--- src/sb_cfg.svh ---
`ifndef SB_CFG_SVH
`define SB_CFG_SVH

// Store buffer sizing

// log2 of the entry count, sets pointer width
`define SB_LOG 2

// Number of buffered stores
`define SB_ENTRIES 4

// Keep SB_ENTRIES equal to 2**SB_LOG

`endif

--- src/sb_pkg.sv ---
package sb_pkg;

	// CPU data port request, held until ack
	typedef struct packed {
		logic        stb;	// Request strobe
		logic        we;	// Store when set, load otherwise
		logic [31:0] addr;	// Byte address
		logic [31:0] data;	// Store data
		logic [3:0]  sel;	// Byte enables
	} sb_cpu_req_t;

	// One buffered store
	typedef struct packed {
		logic [31:0] addr;
		logic [31:0] data;
		logic [3:0]  sel;	// Byte lanes to write
	} sb_entry_t;

	// Memory bus request
	// cyc stays high until the bus acks
	typedef struct packed {
		logic        cyc;	// Bus cycle active
		logic        we;	// Write cycle
		logic [31:0] addr;
		logic [31:0] data;	// Write data, don't care on reads
		logic [3:0]  sel;
	} sb_bus_req_t;

	// Widths as seen on the ports
	// cpu req 70, entry 68, bus req 70

endpackage

--- src/sb_ctrl.sv ---
`timescale 1ns/1ps

module sb_ctrl (
	input  logic                clk_i,
	input  logic                rst_i,
	input  sb_pkg::sb_cpu_req_t cpu_req_i,
	output logic                cpu_ack_o,	// One cycle pulse
	output logic [31:0]         cpu_rdat_o,	// Valid with load ack
	output logic                fifo_wr_o,
	output sb_pkg::sb_entry_t   fifo_dat_o,
	input  logic                fifo_full_i,
	input  logic                fifo_empty_i,
	input  logic                drain_busy_i,
	input  sb_pkg::sb_bus_req_t drain_req_i,
	output logic                drain_ack_o,
	output sb_pkg::sb_bus_req_t bus_req_o,
	input  logic                bus_ack_i,
	input  logic [31:0]         bus_rdat_i
);

	logic                store_req;
	logic                load_req;
	logic                load_start;
	logic                load_act;	// Load owns the bus
	logic                load_done;
	sb_pkg::sb_bus_req_t load_bus;

	// Ack cycle masks the still held request
	assign store_req = cpu_req_i.stb && cpu_req_i.we && !cpu_ack_o;
	assign load_req = cpu_req_i.stb && !cpu_req_i.we && !cpu_ack_o;

	assign fifo_wr_o = store_req && !fifo_full_i;	// Waits while full

	// Load only after every older store has left
	assign load_start = load_req && !load_act && fifo_empty_i && !drain_busy_i;
	assign load_done = load_act && bus_ack_i;

	// Store entry straight from the request
	always_comb begin
		fifo_dat_o.addr = cpu_req_i.addr;
		fifo_dat_o.data = cpu_req_i.data;
		fifo_dat_o.sel = cpu_req_i.sel;
	end

	// Read cycle built from the held CPU request
	always_comb begin
		load_bus.cyc = 1'b1;
		load_bus.we = 1'b0;
		load_bus.addr = cpu_req_i.addr;
		load_bus.data = '0;	// Unused on reads
		load_bus.sel = cpu_req_i.sel;
	end

	// Bus mux, drain gets it unless a load is running
	assign bus_req_o = load_act ? load_bus : drain_req_i;
	assign drain_ack_o = bus_ack_i && !load_act;

	always_ff @(posedge clk_i or posedge rst_i) begin
		if (rst_i) begin
			cpu_ack_o <= 1'b0;
			load_act <= 1'b0;
		end else begin
			cpu_ack_o <= fifo_wr_o || load_done;	// Store push or load return
			if (load_start)
				load_act <= 1'b1;
			else if (load_done)
				load_act <= 1'b0;	// cyc drops next cycle
		end
	end

	// Read data capture
	always_ff @(posedge clk_i) begin
		if (load_done)
			cpu_rdat_o <= bus_rdat_i;
	end

endmodule

--- src/sb_drain.sv ---
`timescale 1ns/1ps

module sb_drain (
	input  logic                clk_i,
	input  logic                rst_i,
	input  logic                fifo_empty_i,
	input  sb_pkg::sb_entry_t   fifo_dat_i,	// FIFO output register
	output logic                fifo_rd_o,	// Pop strobe
	output sb_pkg::sb_bus_req_t wr_req_o,	// Write offered to the bus
	input  logic                wr_ack_i,
	output logic                busy_o	// Entry in flight
);

	typedef enum logic {
		ST_IDLE,
		ST_BUSY
	} state_t;

	state_t state;
	state_t state_nxt;

	// Pop only from idle with data waiting
	assign fifo_rd_o = (state == ST_IDLE) && !fifo_empty_i;

	always_comb begin
		state_nxt = state;
		case (state)
			ST_IDLE: begin
				if (fifo_rd_o)
					state_nxt = ST_BUSY;	// Entry lands in FIFO dat_o at this edge
			end
			ST_BUSY: begin
				if (wr_ack_i)
					state_nxt = ST_IDLE;	// Free to pop next cycle
			end
			default: state_nxt = ST_IDLE;
		endcase
	end

	always_ff @(posedge clk_i or posedge rst_i) begin
		if (rst_i)
			state <= ST_IDLE;
		else
			state <= state_nxt;
	end

	// FIFO output register holds the popped entry
	// No other pop while busy, so it stays put until the ack
	always_comb begin
		wr_req_o.cyc = (state == ST_BUSY);
		wr_req_o.we = 1'b1;	// Always a write
		wr_req_o.addr = fifo_dat_i.addr;
		wr_req_o.data = fifo_dat_i.data;
		wr_req_o.sel = fifo_dat_i.sel;
	end

	assign busy_o = (state == ST_BUSY);

endmodule

--- src/sb_fifo.sv ---
`timescale 1ns/1ps
`include "sb_cfg.svh"

module sb_fifo #(
	parameter type T = sb_pkg::sb_entry_t,	// Payload type
	parameter int LOG = `SB_LOG,	// Pointer width
	parameter int ENTRIES = `SB_ENTRIES	// Depth
) (
	input  logic clk_i,
	input  logic rst_i,
	input  T     dat_i,	// Write data
	input  logic wr_i,	// Push strobe
	input  logic rd_i,	// Pop strobe
	output T     dat_o,	// Registered head, updated on pop
	output logic full_o,
	output logic empty_o
);

	// Pointer and count limits
	localparam logic [LOG-1:0] PTR_LAST = LOG'(ENTRIES - 1);
	localparam logic [LOG:0] CNT_ALMOST = (LOG+1)'(ENTRIES - 1);
	localparam logic [LOG:0] CNT_ONE = (LOG+1)'(1);

	T mem [ENTRIES];	// Entry storage

	logic [LOG-1:0] wr_ptr;
	logic [LOG-1:0] rd_ptr;
	logic [LOG-1:0] wr_ptr_nxt;
	logic [LOG-1:0] rd_ptr_nxt;
	logic [LOG:0]   cnt;	// Occupancy 0..ENTRIES
	logic           push_pop;
	logic           push_only;
	logic           pop_only;

	// Wrapping pointer increments
	assign wr_ptr_nxt = (wr_ptr == PTR_LAST) ? '0 : wr_ptr + 1'b1;
	assign rd_ptr_nxt = (rd_ptr == PTR_LAST) ? '0 : rd_ptr + 1'b1;

	// Both strobes win over the flags
	assign push_pop = wr_i && rd_i;
	assign push_only = wr_i && !rd_i && !full_o;	// Dropped when full
	assign pop_only = rd_i && !wr_i && !empty_o;	// Dropped when empty

	// Storage write
	always_ff @(posedge clk_i) begin
		if (push_pop || push_only)
			mem[wr_ptr] <= dat_i;
	end

	always_ff @(posedge clk_i or posedge rst_i) begin
		if (rst_i) begin
			wr_ptr <= '0;
			rd_ptr <= '0;
			cnt <= '0;
			full_o <= 1'b0;
			empty_o <= 1'b1;
			dat_o <= '0;
		end else if (push_pop) begin
			// Count unchanged
			wr_ptr <= wr_ptr_nxt;
			rd_ptr <= rd_ptr_nxt;
			if (empty_o)
				dat_o <= dat_i;	// Straight through
			else
				dat_o <= mem[rd_ptr];
		end else if (push_only) begin
			wr_ptr <= wr_ptr_nxt;
			cnt <= cnt + 1'b1;
			empty_o <= 1'b0;
			if (cnt == CNT_ALMOST)
				full_o <= 1'b1;	// Last slot taken
		end else if (pop_only) begin
			rd_ptr <= rd_ptr_nxt;
			cnt <= cnt - 1'b1;
			full_o <= 1'b0;
			dat_o <= mem[rd_ptr];	// Head moves to output reg
			if (cnt == CNT_ONE)
				empty_o <= 1'b1;
		end
	end

endmodule

--- src/sb_top.sv ---
`timescale 1ns/1ps
`include "sb_cfg.svh"

module sb_top (
	input  logic                clk_i,
	input  logic                rst_i,
	input  sb_pkg::sb_cpu_req_t cpu_req_i,	// CPU data port
	output logic                cpu_ack_o,
	output logic [31:0]         cpu_rdat_o,
	output sb_pkg::sb_bus_req_t bus_req_o,	// Memory bus
	input  logic                bus_ack_i,
	input  logic [31:0]         bus_rdat_i
);

	logic                fifo_wr;
	logic                fifo_rd;
	logic                fifo_full;
	logic                fifo_empty;
	sb_pkg::sb_entry_t   fifo_din;	// From controller
	sb_pkg::sb_entry_t   fifo_dout;	// Head, to drain
	sb_pkg::sb_bus_req_t drain_req;
	logic                drain_ack;
	logic                drain_busy;

	// Store queue
	sb_fifo #(
		.T       (sb_pkg::sb_entry_t),
		.LOG     (`SB_LOG),
		.ENTRIES (`SB_ENTRIES)
	) u_fifo (
		.clk_i   (clk_i),
		.rst_i   (rst_i),
		.dat_i   (fifo_din),
		.wr_i    (fifo_wr),
		.rd_i    (fifo_rd),
		.dat_o   (fifo_dout),
		.full_o  (fifo_full),
		.empty_o (fifo_empty)
	);

	// Writes queued stores to the bus in order
	sb_drain u_drain (
		.clk_i        (clk_i),
		.rst_i        (rst_i),
		.fifo_empty_i (fifo_empty),
		.fifo_dat_i   (fifo_dout),
		.fifo_rd_o    (fifo_rd),
		.wr_req_o     (drain_req),
		.wr_ack_i     (drain_ack),
		.busy_o       (drain_busy)
	);

	sb_ctrl u_ctrl (
		.clk_i        (clk_i),
		.rst_i        (rst_i),
		.cpu_req_i    (cpu_req_i),
		.cpu_ack_o    (cpu_ack_o),
		.cpu_rdat_o   (cpu_rdat_o),
		.fifo_wr_o    (fifo_wr),
		.fifo_dat_o   (fifo_din),
		.fifo_full_i  (fifo_full),
		.fifo_empty_i (fifo_empty),
		.drain_busy_i (drain_busy),
		.drain_req_i  (drain_req),
		.drain_ack_o  (drain_ack),
		.bus_req_o    (bus_req_o),
		.bus_ack_i    (bus_ack_i),
		.bus_rdat_i   (bus_rdat_i)
	);

endmodule

--- config.mk ---
export PLATFORM = sky130hd
export DESIGN_NAME = sb_top
export DESIGN_NICKNAME = d
export VERILOG_FILES = /design/src/sb_pkg.sv /design/src/sb_ctrl.sv /design/src/sb_drain.sv /design/src/sb_fifo.sv /design/src/sb_top.sv
export VERILOG_INCLUDE_DIRS = /design/src
export SDC_FILE = /design/constraint.sdc
export NUM_CORES = 1
export LEC_CHECK = 0
export BUFFER_PORTS_ARGS = -buffer_cell sky130_fd_sc_hd__buf_4
export CAP_MARGIN = 20
export CORE_MARGIN = 1
export CORE_UTILIZATION = 31
export DETAILED_ROUTE_END_ITERATION = 6
export GPL_ROUTABILITY_DRIVEN = 0
export REMOVE_ABC_BUFFERS = 1
export SYNTH_ARGS = -nofsm -noshare
export SYNTH_HDL_FRONTEND = slang
export SYNTH_SLANG_ARGS = --single-unit
--- constraint.sdc ---
create_clock -name clk_i -period 9.67 [get_ports clk_i]
set_clock_uncertainty 0.2 [all_clocks]
set_input_delay 0 -clock clk_i [delete_from_list [all_inputs] [get_ports clk_i]]
set_output_delay 0 -clock clk_i [all_outputs]
set_load 0.02 [all_outputs]
After elaboration in Yosys (flattened, before gate mapping)
Memory sizes are Yosys's and may differ from the RTL's.
Index checks and enable logic that the tools add are counted.
{ "op_classes": {"n_eq_ne": 6, "reduce_logical": 35, "bitwise_logic": 2, "mux": 27, "addsub": 4} }
{ "ops": {"columns": ["op", "count"], "rows": [
  ["two-way mux 68 bit", 4],
  ["two-way mux 70 bit", 1],
  ["logical AND 1 bit", 16],
  ["two-way mux 2 bit", 7],
  ["two-way mux 1 bit", 12],
  ["nonzero test 2 bit", 5],
  ["zero test 1 bit", 8],
  ["two-way mux 3 bit", 2],
  ["AND reduction 3 bit", 2],
  ["adder 2 x 1 -> 2 bit (second input constant)", 2],
  ["equality test 2 bit (second input constant)", 2],
  ["AND reduction 2 bit", 2],
  ["adder 3 x 1 -> 3 bit (second input constant)", 1],
  ["equality test 3 x 1 -> 1 bit (second input constant)", 1],
  ["equality test 3 x 2 -> 1 bit (second input constant)", 1],
  ["subtractor 3 x 1 -> 3 bit (second input constant)", 1],
  ["logical OR 1 bit", 2],
  ["!= test 2 x 1 -> 1 bit (second input constant)", 1],
  ["!= test 2 bit (second input constant)", 1],
  ["inverter 1 bit", 2],
  ["case mux 1 bit (2 select lines)", 1]
]} }
{ "word_totals": {"ramBits": 272, "wordCells": 87, "input_bits": 105, "mem_count": 1, "output_inout_bits": 103, "regBits": 112} }
{ "memory_table": {"columns": ["name", "depth", "word_bits", "rd", "rd_ports_with_merged_regs", "wr", "line", "rtl"], "rows": [
  ["u_fifo.mem", 4, 68, 1, 0, 1, "sb_fifo.sv:24", "T mem [ENTRIES];"]
]} }

Logic depth before layout (Yosys ltp)
{ "depth": {"depth_word": 9, "mapped_depth": 6, "ltp_nobuf": 4} }

By module
A second synthesis with hierarchy kept.
{ "hier_totals": {"cells_unflattened": 911, "area_unflattened_um2": 16109.2} }
{ "by_module_without_submodules": {"columns": ["module", "seq_area_each_um2", "area_each_um2", "instances", "cells_each"], "rows": [
  ["sb_fifo", 10095.9, 13272.7, 1, 648],
  ["sb_ctrl", 1011.0, 2264.7, 1, 188],
  ["sb_drain", 25.0, 571.8, 1, 75]
]} }

Least setup slack after synthesis
No wires, ideal clock.
{ "synth_path": {"kind": "register to register", "startpoint": "reg u_ctrl.cpu_ack_o", "endpoint": "mem u_fifo.mem[0][0] in the netlist's numbering, enable pin", "period_less_slack_ns": 3.257, "t_required_ns": 9.036, "slack_ns": 6.413, "setup_ns": 0.434, "path_buffers": 1, "stages_incl_launch_ff": 4, "arrival_ns": 2.623, "cell_sequence": "dfrtp_1 and4bb_2 buf_2 and2_1"} }
{ "synth_via": {"elab_chain_cells": 8, "elab_cells_between_ends": 9, "cone_classes": "mux (2); reduce/logical (7)"} }
{ "synth_lines": {"columns": ["element", "line", "rtl"], "rows": [
  ["start: declaration", "sb_ctrl.sv:7", "output logic cpu_ack_o,"],
  ["start signal: assignment", "sb_ctrl.sv:63", "cpu_ack_o <= fifo_wr_o || load_done;"],
  ["zero test 1 bit *", "sb_ctrl.sv:29", "assign store_req = cpu_req_i.stb && cpu_req_i.we && !cpu_ack_o;"],
  ["logical AND 1 bit *", "sb_ctrl.sv:29", null],
  ["logical AND 1 bit *", "sb_ctrl.sv:32", "assign fifo_wr_o = store_req && !fifo_full_i;"],
  ["logical AND 1 bit (2 in a row)", "sb_fifo.sv:41", "assign push_only = wr_i && !rd_i && !full_o;"],
  ["logical OR 1 bit *", "sb_fifo.sv:46", "if (push_pop || push_only)"],
  ["two-way mux 1 bit *", "sb_fifo.sv:46", null],
  ["two-way mux 1 bit (not written as such) *", "sb_fifo.sv:47", "mem[wr_ptr] <= dat_i;"],
  ["end: declaration", "sb_fifo.sv:24", null]
]} }
Every way passes the cells marked *; elsewhere a longest branch is shown, timed or not.

Final worst setup path
{ "layout_path": {"startpoint": "reg u_fifo.rd_ptr[0]", "endpoint": "reg u_fifo.dat_o[45] in the netlist's numbering"} }
{ "layout_via": {"elab_chain_cells": 4, "elab_cells_between_ends": 5, "cone_classes": "mux (4); memory (1)"} }
{ "layout_lines": {"columns": ["element", "line", "rtl"], "rows": [
  ["start: declaration", "sb_fifo.sv:27", "logic [LOG-1:0] rd_ptr;"],
  ["start signal: assignment", "sb_fifo.sv:61", "rd_ptr <= rd_ptr_nxt;"],
  ["start signal: assignment", "sb_fifo.sv:73", "rd_ptr <= rd_ptr_nxt;"],
  ["memory (4 x 68 bit) *", null, null],
  ["two-way mux 68 bit", "sb_fifo.sv:72", "end else if (pop_only) begin"],
  ["two-way mux 68 bit", "sb_fifo.sv:66", "end else if (push_only) begin"],
  ["two-way mux 68 bit *", "sb_fifo.sv:58", "end else if (push_pop) begin"],
  ["end signal: assignment", "sb_fifo.sv:63", "dat_o <= dat_i;"],
  ["end signal: assignment", "sb_fifo.sv:65", "dat_o <= mem[rd_ptr];"],
  ["end signal: assignment", "sb_fifo.sv:76", "dat_o <= mem[rd_ptr];"],
  ["end: declaration", "sb_fifo.sv:14", "output T dat_o,"]
]} }
Every way passes the cells marked *; elsewhere a longest branch is shown, timed or not. The select of a mux whose other input is x is not followed.
A chain may end at the register's enable or synchronous reset.

==> flow_summary.json <==
{
  "status": "finished, violations left",
  "violations": "DRC",
  "worstSetupPathType": "reg -> reg",
  "drive_gt1_frac": 0.311,
  "cts_made_buffers": 43,
  "critPathTopFamily": "flip-flops",
  "p_comb_frac": 0.287,
  "worstPathCellList": "buf_4 -> mux4_2 -> nand2_1 -> nand2_1",
  "net-switching-power_uw": 1620,
  "grt_pass1_vias": 9088,
  "synth-edff-count": 304,
  "yosysSeqAreaShare": 0.759,
  "post-route-drc-count": 48,
  "postCtsResizedCells": 0,
  "core_sq_um": 46700,
  "relSlewSlack": 0.438,
  "postSynthAreaPerCell_sq_um": 17.9,
  "antenna_found_initial": 2,
  "overflow": 0,
  "setup_tns_ns": 0,
  "die_area_sq_um": 48200,
  "leakagePower_uw": 0.00772,
  "async_flop_share": 0.208,
  "routed_wl_mm": 34.5,
  "synth_cells": 821,
  "synthFlopType": "edfxtp_1",
  "ys_ff_latch": 384,
  "cap_violations": 0,
  "final_cells": 1884,
  "clock-sinks": 384,
  "rsz0062_at_grt": "false",
  "die_w_microns": 220,
  "cts_tree": "done",
  "drv_slew": 0,
  "crit_path_max_fanout": 38,
  "htree_levels": 2,
  "finalHoldViolCount": 0,
  "die_h_microns": 220,
  "ant_nets": 0,
  "yosysWarnings": 0,
  "cpMaxStageDelayCell": "dfrtp_4",
  "holdCritPathClass": "in -> reg",
  "via_per_inst": 4.44,
  "fmax_mhz": 367,
  "cts_buffer_depth": 3,
  "rows": 79,
  "place_inst": 1605,
  "wl_per_cell_microns": 18.3,
  "p_seq_frac": 0.421,
  "vdd_drop_max_mv": 0.170,
  "finalSetupViolCount": 0,
  "period_needed_ns": 2.73,
  "critPathLaunchType": "flip-flop",
  "ys_types": 31,
  "area_delta_synth_final_pct": 37.7,
  "dp_hpwl_mm": 18.2,
  "syn_area_sq_um": 14700,
  "nets": 1356,
  "crit_path_frequent_cell": "nand2_1",
  "worstMarginPinSlew_ns": 0.843,
  "port-buffer-count": 207,
  "ioPinCount": 208,
  "cp-end-kind": "flip-flop",
  "grt_pass1_wl_mm": 52.6,
  "cp.arrival_ns": 2.96,
  "cts-root-buf": "clkbuf_16",
  "cts.clk_slew.worst_paths_ns": 0.06,
  "slowest_delay_ns": 0.88,
  "gr-usage-all-layers": 0.145,
  "p_sw_frac": 0.303,
  "p_clk_frac": 0.292,
  "nFillCells": 4140,
  "drtIter0Drc": 339,
  "critPathBufInv": 1,
  "p_int_uw": 3720,
  "post-route-period-util": 0.282,
  "initial_core_util": 0.314,
  "dr.pass1.iters": 7,
  "num_vias": 8369,
  "clock_latency_ns": 0.55,
  "grt_max_degree": 59,
  "required_ns": 9.90,
  "p_per_area_nw_per_um2": 264
}
through the flow:
step	total power, uW	setup slack [ns]	utilization	hold WS (ns)	instance area, sq um
after floorplan	3240	5.81	-	-0.104	14400
after global placement	3760	6.81	0.361	-0.113	16900
after detailed placement	3790	6.80	0.361	-0.118	16900
after CTS	5440	6.80	0.433	0.000867	20200
after global routing	5640	6.63	0.433	0.0195	20200
final	5340	6.94	0.433	0.0268	20200
layout make-up:
| type | count | area (sq um) | share of cell area |
|---|---|---|---|
| sequential | 384 | 11100 | 0.552 |
| timing repair buffer | 417 | 3630 | 0.180 |
| multi-input combinational | 389 | 3290 | 0.163 |
| clock buffer | 58 | 1190 | 0.0591 |
| tap | 607 | 759 | 0.0376 |
| clock inverter | 20 | 156 | 0.00774 |
| inverter | 7 | 28.8 | 0.00142 |
| antenna | 2 | 5.00 | 0.000248 |
logic make-up after synthesis:
kind of cell               Yosys count  synth area share
buffers and inverters               48            0.0186
adders and majority gates           10           0.00836
muxes                              105             0.133
DFF                                384             0.759
and+or+nand+nor                    260            0.0756
AOI/OAI and AO/OA                   12           0.00478
xor gates and xnor gates             2           0.00119
synth_stat cells, drive strengths merged, types with 2 or more instances:
master | count | area share
edfxtp | 304 | 0.62
nand2 | 209 | 0.053
dfrtp | 79 | 0.13
mux4 | 68 | 0.10
mux2 | 37 | 0.028
nor2b | 33 | 0.014
buf | 30 | 0.014
clkbuf | 11 | 0.0028
ha | 9 | 0.0077
inv | 7 | 0.0018
and2 | 5 | 0.0021
nor2 | 4 | 0.0010
o21ai | 4 | 0.0014
a21oi | 3 | 0.0010
or2 | 3 | 0.0013
a211oi | 2 | 0.0010
xnor2 | 2 | 0.0012
sequential cells by signal, summed over array words and instances (netlist names):
| name | count |
|---|---|
| u_fifo.mem | 272 |
| u_fifo.dat_o | 68 |
| u_ctrl.cpu_rdat_o | 32 |
| u_fifo.cnt | 3 |
| u_fifo.rd_ptr | 2 |
| u_fifo.wr_ptr | 2 |
| u_ctrl.cpu_ack_o | 1 |
| u_ctrl.load_act | 1 |
| u_drain.busy_o | 1 |
| u_fifo.empty_o | 1 |
| u_fifo.full_o | 1 |
power by group through the flow:
stage	logic (uW)	registers [uW]	clock network, uW
2_1_floorplan	961	2280	0
3_3_place_gp	1480	2280	0
3_5_place_dp	1500	2290	0
4_1_cts	1570	2260	1610
5_1_grt	1670	2290	1670
6_report	1530	2250	1560
repair_timing:
action                    CTS  global route
setup buffers               0             0
hold endpoints to repair  379             0
hold buffers              199             0
placed cells by master (no fill, tap or decap), drive strengths merged, types with 2 or more instances in the layout:
cell type and n:
dfrtp 79, buf 218, nand2 209, clkinv 14, nor2b 33, diode 2
or2 3, bufinv 2, edfxtp 304, dlygate4sd3 199, o21ai 4, ha 9
nor2 4, inv 9, clkinvlp 2, clkbuf 58, and2 5, a211oi 2
mux4 68, a21oi 3, mux2 37, xnor2 2
path summary, 6_finish.rpt:
check | slack, ns | cells past startpoint | endpoint | start
min in group asynchronous | 0.48 | 4 | u_fifo.dat_o[67]$_DFFE_PP0P_ | rst_i
worst max register to register | 6.94 | 4 | u_fifo.dat_o[45]$_DFFE_PP0P_ | u_fifo.rd_ptr[0]$_DFFE_PP0P_
worst min-delay path | 0.03 | 2 | u_fifo.mem[3][2]$_DFFE_PP_ | cpu_req_i[2]
max in group asynchronous | 7.63 | 5 | u_fifo.dat_o[28]$_DFFE_PP0P_ | rst_i
worst max-delay path | 6.94 | 4 | u_fifo.dat_o[45]$_DFFE_PP0P_ | u_fifo.rd_ptr[0]$_DFFE_PP0P_
worst min register to register | 0.27 | 2 | u_fifo.dat_o[20]$_DFFE_PP0P_ | u_fifo.dat_o[20]$_DFFE_PP0P_
per-layer routing:
layer | vias up | wire (microns) | part of all wire | GRT usage
li1 | 3911 | - | - | -
met5 | - | 0 | 0 | 0
met2 | 223 | 16700 | 0.48 | 0.247
met1 | 4193 | 15200 | 0.44 | 0.186
met4 | 0 | 611 | 0.018 | 0.0440
met3 | 42 | 1970 | 0.057 | 0.0273
(Power assumes the default switching activity.)
